$ cat src/verilog/err_cnt_pkg.sv
package err_cnt_pkg;

    ////////////////////////////////////////////////////////////
    // Frame geometry
    ////////////////////////////////////////////////////////////

    // Row chunks per decoded frame
    localparam int ROW_CHUNK_NUM = 9;
    localparam int CHUNK_BITS    = 850;
    localparam int FRAME_BITS    = ROW_CHUNK_NUM * CHUNK_BITS;

    // Six full sub-frames plus one short one per chunk
    localparam int SUB_NUM       = 7;
    localparam int SUB_BITS      = 128;
    localparam int LAST_SUB_BITS = CHUNK_BITS - (SUB_NUM - 1) * SUB_BITS;

    ////////////////////////////////////////////////////////////
    // Count widths
    ////////////////////////////////////////////////////////////

    localparam int SUB_CNT_W   = 8;
    localparam int CHUNK_CNT_W = 10;
    localparam int ERR_CNT_W   = 13;

    ////////////////////////////////////////////////////////////
    // Latencies
    ////////////////////////////////////////////////////////////

    // Capture to accumulate, in eval_clk cycles
    localparam int PIPE_DEPTH   = 5;
    // count_done width, decoder runs at half rate
    localparam int DONE_STRETCH = 2;

    // Controller states
    typedef enum logic [1:0] {
        IDLE,
        LOAD,
        DRAIN,
        DONE
    } ctrl_state_t;

endpackage

$ cat src/verilog/subframe_popcount.sv
`timescale 1ns/100ps

module subframe_popcount
    import err_cnt_pkg::*;
#(
    parameter int WIDTH = SUB_BITS
) (
    input  logic                 eval_clk,
    input  logic                 rstn,
    input  logic                 en,
    input  logic [WIDTH-1:0]     slice,
    output logic [SUB_CNT_W-1:0] sub_count
);

    logic [WIDTH-1:0]     slice_q;
    logic [SUB_CNT_W-1:0] ones;

    ////////////////////////////////////////////////////////////
    // Stage 0, hold the slice of the current chunk
    ////////////////////////////////////////////////////////////

    always_ff @(posedge eval_clk or negedge rstn) begin
        if (!rstn) begin
            slice_q <= '0;
        end else if (en) begin
            slice_q <= slice;
        end
    end

    ////////////////////////////////////////////////////////////
    // Stage 1, count the ones
    ////////////////////////////////////////////////////////////

    // Plain adder chain, synthesis builds the tree
    always_comb begin
        ones = '0;
        for (int b = 0; b < WIDTH; b++) begin
            ones = ones + SUB_CNT_W'(slice_q[b]);
        end
    end

    // Register runs every cycle, the tag line tracks validity
    always_ff @(posedge eval_clk or negedge rstn) begin
        if (!rstn) begin
            sub_count <= '0;
        end else begin
            sub_count <= ones;
        end
    end

endmodule

$ cat src/verilog/count_sum_tree.sv
`timescale 1ns/100ps

module count_sum_tree
    import err_cnt_pkg::*;
(
    input  logic                           eval_clk,
    input  logic                           rstn,
    input  logic [SUB_NUM*SUB_CNT_W-1:0]   sub_counts,
    output logic [CHUNK_CNT_W-1:0]         ones_sum
);

    // Four partial sums after the first level
    localparam int PART_NUM = (SUB_NUM + 1) / 2;
    localparam int PART_W   = SUB_CNT_W + 1;

    logic [PART_NUM-1:0][PART_W-1:0] part_q;
    logic [CHUNK_CNT_W-1:0]          total;

    ////////////////////////////////////////////////////////////
    // Level 1, pairwise sums
    ////////////////////////////////////////////////////////////

    always_ff @(posedge eval_clk or negedge rstn) begin
        if (!rstn) begin
            part_q <= '0;
        end else begin
            for (int p = 0; p < PART_NUM; p++) begin
                if (2 * p + 1 < SUB_NUM) begin
                    part_q[p] <= PART_W'(sub_counts[2*p*SUB_CNT_W +: SUB_CNT_W])
                               + PART_W'(sub_counts[(2*p+1)*SUB_CNT_W +: SUB_CNT_W]);
                end else begin
                    // Odd one out goes straight through
                    part_q[p] <= PART_W'(sub_counts[2*p*SUB_CNT_W +: SUB_CNT_W]);
                end
            end
        end
    end

    ////////////////////////////////////////////////////////////
    // Level 2, final sum
    ////////////////////////////////////////////////////////////

    always_comb begin
        total = '0;
        for (int p = 0; p < PART_NUM; p++) begin
            total = total + CHUNK_CNT_W'(part_q[p]);
        end
    end

    always_ff @(posedge eval_clk or negedge rstn) begin
        if (!rstn) begin
            ones_sum <= '0;
        end else begin
            ones_sum <= total;
        end
    end

    // A chunk cannot hold more ones than it has bits
    a_sum_range: assert property (@(posedge eval_clk) disable iff (!rstn)
        ones_sum <= CHUNK_BITS);

endmodule

$ cat src/verilog/err_accumulator.sv
`timescale 1ns/100ps

module err_accumulator
    import err_cnt_pkg::*;
(
    input  logic                   eval_clk,
    input  logic                   rstn,
    input  logic [CHUNK_CNT_W-1:0] ones_sum,
    input  logic                   acc_valid,
    input  logic                   acc_first,
    output logic [ERR_CNT_W-1:0]   err_count,
    output logic                   is_err_frame
);

    logic [CHUNK_CNT_W-1:0] chunk_err;
    logic                   chunk_has_err;

    ////////////////////////////////////////////////////////////
    // Normalise
    ////////////////////////////////////////////////////////////

    // All-zero codeword under BPSK, so every 0 is a bit error
    always_ff @(posedge eval_clk or negedge rstn) begin
        if (!rstn) begin
            chunk_err <= '0;
        end else begin
            chunk_err <= CHUNK_CNT_W'(CHUNK_BITS) - ones_sum;
        end
    end

    assign chunk_has_err = |chunk_err;

    ////////////////////////////////////////////////////////////
    // Accumulate over the frame
    ////////////////////////////////////////////////////////////

    always_ff @(posedge eval_clk or negedge rstn) begin
        if (!rstn) begin
            err_count    <= '0;
            is_err_frame <= 1'b0;
        end else if (acc_valid) begin
            if (acc_first) begin
                // First chunk restarts the frame total
                err_count    <= ERR_CNT_W'(chunk_err);
                is_err_frame <= chunk_has_err;
            end else begin
                err_count    <= err_count + ERR_CNT_W'(chunk_err);
                is_err_frame <= is_err_frame | chunk_has_err;
            end
        end
    end

    // Tags from the controller must keep the total inside one frame
    a_total_range: assert property (@(posedge eval_clk) disable iff (!rstn)
        err_count <= FRAME_BITS);

endmodule

$ cat src/verilog/err_cnt_ctrl.sv
`timescale 1ns/100ps

module err_cnt_ctrl
    import err_cnt_pkg::*;
(
    input  logic eval_clk,
    input  logic rstn,
    input  logic en,
    output logic acc_valid,
    output logic acc_first,
    output logic busy,
    output logic count_done
);

    ctrl_state_t state;

    logic [$clog2(ROW_CHUNK_NUM)-1:0] chunk_cnt;
    logic [$clog2(DONE_STRETCH)-1:0]  done_cnt;
    logic [PIPE_DEPTH-1:0]            valid_tag;
    logic [PIPE_DEPTH-1:0]            first_tag;
    logic                             take;
    logic                             take_first;

    // Chunks are only taken while a frame is being loaded
    assign take       = en && (state == IDLE || state == LOAD);
    assign take_first = en && (state == IDLE);

    ////////////////////////////////////////////////////////////
    // Tag line, one slot per pipeline stage
    ////////////////////////////////////////////////////////////

    always_ff @(posedge eval_clk or negedge rstn) begin
        if (!rstn) begin
            valid_tag <= '0;
            first_tag <= '0;
        end else begin
            valid_tag <= {valid_tag[PIPE_DEPTH-2:0], take};
            first_tag <= {first_tag[PIPE_DEPTH-2:0], take_first};
        end
    end

    assign acc_valid = valid_tag[PIPE_DEPTH-1];
    assign acc_first = first_tag[PIPE_DEPTH-1];

    ////////////////////////////////////////////////////////////
    // Frame FSM
    ////////////////////////////////////////////////////////////

    always_ff @(posedge eval_clk or negedge rstn) begin
        if (!rstn) begin
            state     <= IDLE;
            chunk_cnt <= '0;
            done_cnt  <= '0;
        end else begin
            case (state)
                IDLE: begin
                    if (en) begin
                        state     <= LOAD;
                        chunk_cnt <= 1;
                    end
                end
                LOAD: begin
                    chunk_cnt <= chunk_cnt + 1'b1;
                    if (chunk_cnt == ROW_CHUNK_NUM - 1) begin
                        state <= DRAIN;
                    end
                end
                DRAIN: begin
                    // Last chunk leaves the tag line on this edge
                    if (acc_valid && !(|valid_tag[PIPE_DEPTH-2:0])) begin
                        state    <= DONE;
                        done_cnt <= '0;
                    end
                end
                DONE: begin
                    done_cnt <= done_cnt + 1'b1;
                    if (done_cnt == DONE_STRETCH - 1) begin
                        state <= IDLE;
                    end
                end
                default: state <= IDLE;
            endcase
        end
    end

    // Outputs lag the state by one edge
    always_ff @(posedge eval_clk or negedge rstn) begin
        if (!rstn) begin
            busy       <= 1'b0;
            count_done <= 1'b0;
        end else begin
            busy       <= (state == LOAD) || (state == DRAIN);
            count_done <= (state == DONE);
        end
    end

    // No new frame while the previous one drains or reports
    a_no_overlap: assert property (@(posedge eval_clk) disable iff (!rstn)
        (state == DRAIN || state == DONE) |-> !en);

    // en stays high for the full nine chunks
    a_full_frame: assert property (@(posedge eval_clk) disable iff (!rstn)
        (state == LOAD) |-> en);

endmodule

$ cat src/verilog/err_bit_cnt_top.sv
`timescale 1ns/100ps

module err_bit_cnt_top
    import err_cnt_pkg::*;
(
    input  logic                  eval_clk,
    input  logic                  rstn,
    input  logic                  en,
    input  logic [CHUNK_BITS-1:0] hard_frame,
    output logic [ERR_CNT_W-1:0]  err_count,
    output logic                  is_err_frame,
    output logic                  busy,
    output logic                  count_done
);

    logic [SUB_NUM*SUB_CNT_W-1:0] sub_counts;
    logic [CHUNK_CNT_W-1:0]       ones_sum;
    logic                         acc_valid;
    logic                         acc_first;

    ////////////////////////////////////////////////////////////
    // Sub-frame popcounts
    ////////////////////////////////////////////////////////////

    for (genvar j = 0; j < SUB_NUM; j++) begin : g_sub
        if (j < SUB_NUM - 1) begin : g_full
            subframe_popcount #(
                .WIDTH (SUB_BITS)
            ) popcount_i (
                .eval_clk  (eval_clk),
                .rstn      (rstn),
                .en        (en),
                .slice     (hard_frame[j*SUB_BITS +: SUB_BITS]),
                .sub_count (sub_counts[j*SUB_CNT_W +: SUB_CNT_W])
            );
        end else begin : g_last
            // Short sub-frame takes the top bits
            subframe_popcount #(
                .WIDTH (LAST_SUB_BITS)
            ) popcount_i (
                .eval_clk  (eval_clk),
                .rstn      (rstn),
                .en        (en),
                .slice     (hard_frame[CHUNK_BITS-1 -: LAST_SUB_BITS]),
                .sub_count (sub_counts[j*SUB_CNT_W +: SUB_CNT_W])
            );
        end
    end

    ////////////////////////////////////////////////////////////
    // Sum, normalise, accumulate
    ////////////////////////////////////////////////////////////

    count_sum_tree sum_tree_i (
        .eval_clk   (eval_clk),
        .rstn       (rstn),
        .sub_counts (sub_counts),
        .ones_sum   (ones_sum)
    );

    err_accumulator acc_i (
        .eval_clk     (eval_clk),
        .rstn         (rstn),
        .ones_sum     (ones_sum),
        .acc_valid    (acc_valid),
        .acc_first    (acc_first),
        .err_count    (err_count),
        .is_err_frame (is_err_frame)
    );

    err_cnt_ctrl ctrl_i (
        .eval_clk   (eval_clk),
        .rstn       (rstn),
        .en         (en),
        .acc_valid  (acc_valid),
        .acc_first  (acc_first),
        .busy       (busy),
        .count_done (count_done)
    );

endmodule

$ cat config.mk
export PLATFORM = sky130hd
export DESIGN_NAME = err_bit_cnt_top
export DESIGN_NICKNAME = d
export VERILOG_FILES = /design/src/verilog/err_cnt_pkg.sv /design/src/verilog/subframe_popcount.sv /design/src/verilog/count_sum_tree.sv /design/src/verilog/err_accumulator.sv /design/src/verilog/err_cnt_ctrl.sv /design/src/verilog/err_bit_cnt_top.sv
export SDC_FILE = /design/constraint.sdc
export NUM_CORES = 2
export LEC_CHECK = 0
export ABC_CLOCK_PERIOD_IN_PS = 18050
export BUFFER_PORTS_ARGS = -buffer_cell sky130_fd_sc_hd__buf_2
export CAP_MARGIN = 10
export CELL_PAD_IN_SITES_DETAIL_PLACEMENT = 2
export CELL_PAD_IN_SITES_GLOBAL_PLACEMENT = 2
export CORE_UTILIZATION = 42
export CTS_CLUSTER_SIZE = 28
export DETAILED_ROUTE_END_ITERATION = 16
export PLACE_DENSITY = 0.95
export SLEW_MARGIN = 10
export SYNTH_ARGS = -nofsm -noshare
export SYNTH_HDL_FRONTEND = slang
export SYNTH_HIERARCHICAL = 1
export SYNTH_SLANG_ARGS = --single-unit
$ cat constraint.sdc
create_clock -name eval_clk -period 18.05 [get_ports eval_clk]
set_input_delay 4.5125 -clock eval_clk [delete_from_list [all_inputs] [get_ports eval_clk]]
set_output_delay 4.5125 -clock eval_clk [all_outputs]
set_load 0.01 [all_outputs]
Word-level counts from Yosys, hierarchy flattened
Cells that the tools add are included.

Mux-type cells: 11. Equality and inequality tests: 8. Reduce and logical (&&, ||, !) cells: 14. Add/subtract/negate cells: 853. Bitwise logic cells: 1.

Operators with widths (number): 8-bit by 1-bit adder with 8-bit output (836); 8-bit by 8-bit adder with 9-bit output (3); 1-bit by 1-bit adder with 2-bit output (7); 13-bit by 10-bit adder with 13-bit output (1); 13-bit 2-to-1 mux (1); 10-bit by 8-bit adder with 10-bit output (1); 10-bit by 9-bit adder with 10-bit output (1); 9-bit by 9-bit adder with 10-bit output (1); 10-bit OR reduction (1); 10-bit subtractor, first input constant (1); 2-bit 2-to-1 mux (4); 2-bit case mux with 4 select lines (1); 4-bit case mux with 2 select lines (1); 4-bit by 1-bit adder with 4-bit output, second input constant (1); 2-bit == test, second input constant (2); 4-bit == test, second input constant (1); 4-bit 2-to-1 mux (1); 2-bit by 1-bit != test with 1-bit output, second input constant (2); 2-bit != test, second input constant (2); 2-bit AND reduction (2); 4-bit AND reduction (1); 2-bit nonzero test (2); 4-bit OR reduction (1); 1-bit logical AND (3); other kinds (8) (10).

Output and inout port bits: 16. Bits of input ports: 853. Register bits: 994. Word-level logic and storage cells: 916.

Depth between registers and ports, before layout
Depth in word-level cells: 127. Gate-level depth with buffers: 26. Gate-level depth less buffers: 26.

Cells and area by module
The synthesis kept the hierarchy.

By module, submodules not included: subframe_popcount (g_sub[0].g_full.popcount_i ...) (sequential area each 3403.3 um2, cells each 670, area an instance 8281.7 um2, instances 3); subframe_popcount (g_sub[3].g_full.popcount_i) (sequential area each 3403.3 um2, cells each 671, area an instance 8262.9 um2, instances 1); subframe_popcount (g_sub[4].g_full.popcount_i) (sequential area each 3403.3 um2, cells each 668, area an instance 8242.9 um2, instances 1); subframe_popcount (g_sub[5].g_full.popcount_i) (sequential area each 3403.3 um2, cells each 668, area an instance 8212.9 um2, instances 1); subframe_popcount (g_sub[6].g_last.popcount_i) (sequential area each 2227.1 um2, cells each 447, area an instance 5302.6 um2, instances 1); count_sum_tree (sequential area each 1126.1 um2, cells each 274, area an instance 2942.8 um2, instances 1); err_accumulator (sequential area each 600.6 um2, cells each 153, area an instance 1521.5 um2, instances 1); err_cnt_ctrl (sequential area each 475.5 um2, cells each 63, area an instance 809.5 um2, instances 1).

Worst setup path after synthesis
OpenSTA, ideal clock, no wires.

Path type: reg2reg. Start point: register g_sub[4].g_full.popcount_i.slice_q[107]. End point: register g_sub[4].g_full.popcount_i.sub_count[6]. Buffers on the path: 0. Slack: 11.226 ns. Setup time: 0.080 ns. Arrival time: 6.744 ns. Cell stages (with the launch flop): 27. Period minus slack after synthesis: 6.824 ns. Required time: 17.970 ns. Path through: dfrtp_1 inv_1 fa_1 inv_1 fa_1 inv_1 fa_1 inv_1 fa_1 inv_1 fa_1 inv_1 fa_1 inv_1 fa_1 inv_1 fa_1 inv_1 fa_1 fa_1 inv_1 ha_1 fa_1 a211oi_1 o21bai_1 a21oi_1 xnor2_1.

Longest elaborated chain between the ends: 21.

RTL lines: start, declared (line subframe_popcount.sv:15) `logic [WIDTH-1:0] slice_q;`; start signal, assigned (line subframe_popcount.sv:26) `slice_q <= slice;`; 8-bit by 1-bit adder with 8-bit output (21 in a row) (line subframe_popcount.sv:38) `ones = ones + SUB_CNT_W'(slice_q[b]);`; named net g_sub[4].g_full.popcount_i.ones[6] (line subframe_popcount.sv:16) `logic [SUB_CNT_W-1:0] ones;`; end signal, assigned (line subframe_popcount.sv:47) `sub_count <= ones;`; end, declared (line subframe_popcount.sv:12) `output logic [SUB_CNT_W-1:0] sub_count`.

The timed path passes the listed nets, and every way through them passes these cells. A chain may end at the register's enable or synchronous reset.

Worst setup path in the final report
Start point: register g_sub[4].g_full.popcount_i.slice_q[109]. End point: register g_sub[4].g_full.popcount_i.sub_count[6].

Longest elaborated chain between the ends: 19.

RTL lines (line): 8-bit by 1-bit adder with 8-bit output (19 in a row) (subframe_popcount.sv:38); named net g_sub[4].g_full.popcount_i.ones[6] (subframe_popcount.sv:16).

The timed path passes the listed nets, and every way through them passes these cells.

==> results.json <==
{
  "slew_headroom_pct": 17.9,
  "yosysTopAreaCellShare_pct": 41.3,
  "slowest_stage": "fa_1",
  "gp_congestion": 0.870,
  "cp-start-kind": "register",
  "num_vias": 42700,
  "clk_latency_ns": 0.77,
  "final_hold_viol_count": 0,
  "r2r-start": "g_sub[4].g_full.popcount_i/slice_q[109]",
  "fin_crit_ns": 7.95,
  "r2r_cells": 26,
  "r2r_setup_slack_ns": 10.10,
  "rsz0062_at_grt": "no",
  "synth_cells": 4954,
  "max_freq_mhz": 126,
  "path_clk_slew_ns": 0.06,
  "finalSetupTns_ns": 0,
  "yosysTopAreaCell": "dfrtp_1",
  "ant_nets": 0,
  "via_per_inst": 5.36,
  "die_y_um": 380,
  "synth_commonest_cells": "1204 x inv_1, 993 x dfrtp_1, 782 x fa_1",
  "cts_buffer_depth": 3,
  "core-area_sq_um": 142000,
  "die_area_sq_um": 145000,
  "portBuffers": 868,
  "grt_max_degree": 222,
  "die_w_um": 380,
  "status": "complete, no violations",
  "cpMostUsedCell": "fa_1",
  "synth_edf_count": 0,
  "synth_fp_nets": 6805,
  "crit_path_end": "g_sub[4].g_full.popcount_i/sub_count[6]",
  "routedWlPerCell_um": 32.5,
  "nets": 7676,
  "hold_buffers": 0,
  "cts_buffers": 117,
  "endpoint_kind": "register",
  "dr.pass1.iters": 5,
  "grtUsageTotal_pct": 34.4,
  "antenna_found_initial": 177,
  "cts.sinks": 993,
  "drive_gt1_share_pct": 23.3,
  "max_stage_delay_ns": 0.57,
  "cap_violations": 0,
  "post-route-period-util_pct": 44.1,
  "async_reset_ff_share_pct": 100,
  "htreeDepth": 3,
  "cts_tree": "built",
  "postRouteWirelength_um": 258000,
  "drt-initial-drc-count": 2406,
  "critPathMaxFanout": 3,
  "critPathLaunch": "g_sub[4].g_full.popcount_i/slice_q[109]",
  "drc": 0,
  "dpl.hpwl_um": 178000,
  "syn_avg_cell_area_sq_um": 12.1,
  "ioPinCount": 869,
  "finalSetupViolations": 0,
  "fin_worst_skew_ns": 0.0472,
  "worst_pin_slew_ns": 1.23,
  "synth_ff_type": "dfrtp_1",
  "worstHoldPathType": "register to register",
  "post_cts_buffers": 0,
  "yosysMostFrequentCell": "inv_1",
  "crit_type": "register to register",
  "yosysSeqAreaShare_pct": 41.3,
  "fill_cells": 13800,
  "arrival_ns": 8.62,
  "netlist_area_sq_um": 60100,
  "rows": 138,
  "synth_warnings": 6,
  "ys_seq_elements": 993,
  "r2r_end": "g_sub[4].g_full.popcount_i/sub_count[6]",
  "cts_root_buffer": "clkbuf_16",
  "overflow": 0,
  "syn_to_final_growth_pct": 17.1,
  "grt_pass1_vias": 52600,
  "cp.required_ns": 18.71,
  "cts.repair.resized": 0,
  "drv_slew": 0,
  "start_util_pct": 42.4,
  "ys_top_cells_by_area": "dfrtp_1 41%, fa_1 26%, inv_1 7.5%, mux2_2 4.9%, ha_1 4.5%",
  "yosysUniqueCellTypes": 68,
  "grt_pass1_wl_um": 360000
}
sequential cells by signal (all words and copies together) (netlist names):
signal                             flops
g_sub.g_full.popcount_i/slice_q      768
ctrl_i/state                           2
ctrl_i/done_cnt                        1
ctrl_i/busy                            1
g_sub.g_last.popcount_i/slice_q       82
sum_tree_i/part_q                     35
acc_i/is_err_frame                     1
g_sub.g_full.popcount_i/sub_count     48
acc_i/err_count                       13
ctrl_i/chunk_cnt                       4
g_sub.g_last.popcount_i/sub_count      7
ctrl_i/valid_tag                       5
acc_i/chunk_err                       10
ctrl_i/count_done                      1
sum_tree_i/ones_sum                   10
ctrl_i/first_tag                       5
layer usage:
layer / up-vias / share of wire [%] / GRT usage (%)
met1: 22400 / 31 / 32.9
met4: 86 / 10 / 27.1
met5: - / 0.22 / 0
li1: 17000 / - / -
met3: 1275 / 5.4 / 7.34
met2: 1932 / 53 / 63.5
placed cells by master (no fill, tap or decap), types with 8 or more instances in the layout:
master	n
a211oi_2	9
a21o_1	23
a21oi_1	48
a21oi_2	11
buf_2	866
buf_4	21
bufinv_16	12
clkbuf_1	21
clkbuf_16	117
clkbuf_8	17
clkinv_2	26
clkinvlp_4	8
dfrtp_1	993
diode_2	151
fa_1	782
ha_1	216
inv_1	1204
mux2_1	226
mux2_2	262
mux2i_1	10
nand2_1	393
nand3_1	16
nand3b_1	10
nor2_1	24
nor2b_1	12
nor3_1	10
o21ai_0	327
o21ai_1	76
o21bai_1	8
xnor2_1	43
xor2_1	25
worst max-delay path, delay by kind of cell, from the launching register on:
kind	cells	cell delay (ns)
AO/OA/AOI/OAI	3	0.69
XOR/XNOR	1	0.14
adder cells (fa/ha/maj)	12	5.86
buffers and inverters	10	0.78
flip-flops	1	0.36
final cells by class:
class                      count  area (sq um)  share of cell area (%)
clock inverter                55           684                   0.972
timing repair buffer         892          4580                    6.51
tap                         1890          2360                    3.36
antenna                      151           378                   0.537
multi-input combinational   2616         29800                    42.3
sequential                   993         24800                    35.3
clock buffer                 155          3240                    4.60
inverter                    1205          4520                    6.42
metrics by stage:
| step | setup WS, ns | cell area, sq um | instances | utilization [%] | hold slack (ns) |
|---|---|---|---|---|---|
| 6_report | 10.10 | 70400 | 7957 | 49.7 | 0.349 |
| 5_1_grt | 9.98 | 70400 | 7943 | 49.6 | 0.354 |
| 4_1_cts | 10.13 | 70000 | 7806 | 49.4 | 0.351 |
| 3_5_place_dp | 9.68 | 66100 | 7596 | 46.6 | 0.337 |
| 3_3_place_gp | 9.87 | 66100 | 7596 | 46.6 | 0.334 |
| 2_1_floorplan | 11.23 | 60100 | 4954 | - | 0.331 |
kinds of logic (layout without fill, tap and decap cells):
| family | count (synthesis) | count (layout) | share of synthesized area [%] |
|---|---|---|---|
| AOI/OAI and AO/OA | 552 | 552 | 5.21 |
| xor gates and xnor gates | 68 | 68 | 0.990 |
| adders and majority gates | 998 | 998 | 30.5 |
| buffers and inverters | 1345 | 2307 | 9.14 |
| DFF | 993 | 993 | 41.3 |
| muxes | 499 | 499 | 9.33 |
| other | 1 | 152 | 0.00624 |
| and+or+nand+nor | 498 | 498 | 3.48 |
worst min-delay path by stage:
stage,from,end,slack (ns),cells past startpoint
detailed placement,ctrl_i/first_tag[1],ctrl_i/first_tag[2],0.34,0
CTS,ctrl_i/first_tag[2],ctrl_i/first_tag[3],0.35,0
floorplan,ctrl_i/first_tag[0],ctrl_i/first_tag[1],0.33,0
global route,ctrl_i/first_tag[2],ctrl_i/first_tag[3],0.35,0
global placement,ctrl_i/first_tag[0],ctrl_i/first_tag[1],0.33,0
finish,g_sub[6].g_last.popcount_i/sub_count[5],sum_tree_i/part_q[32],0.35,0
Power is not shown: default switching activity piles up to over one toggle a cycle in this logic, so the estimate is an artifact.
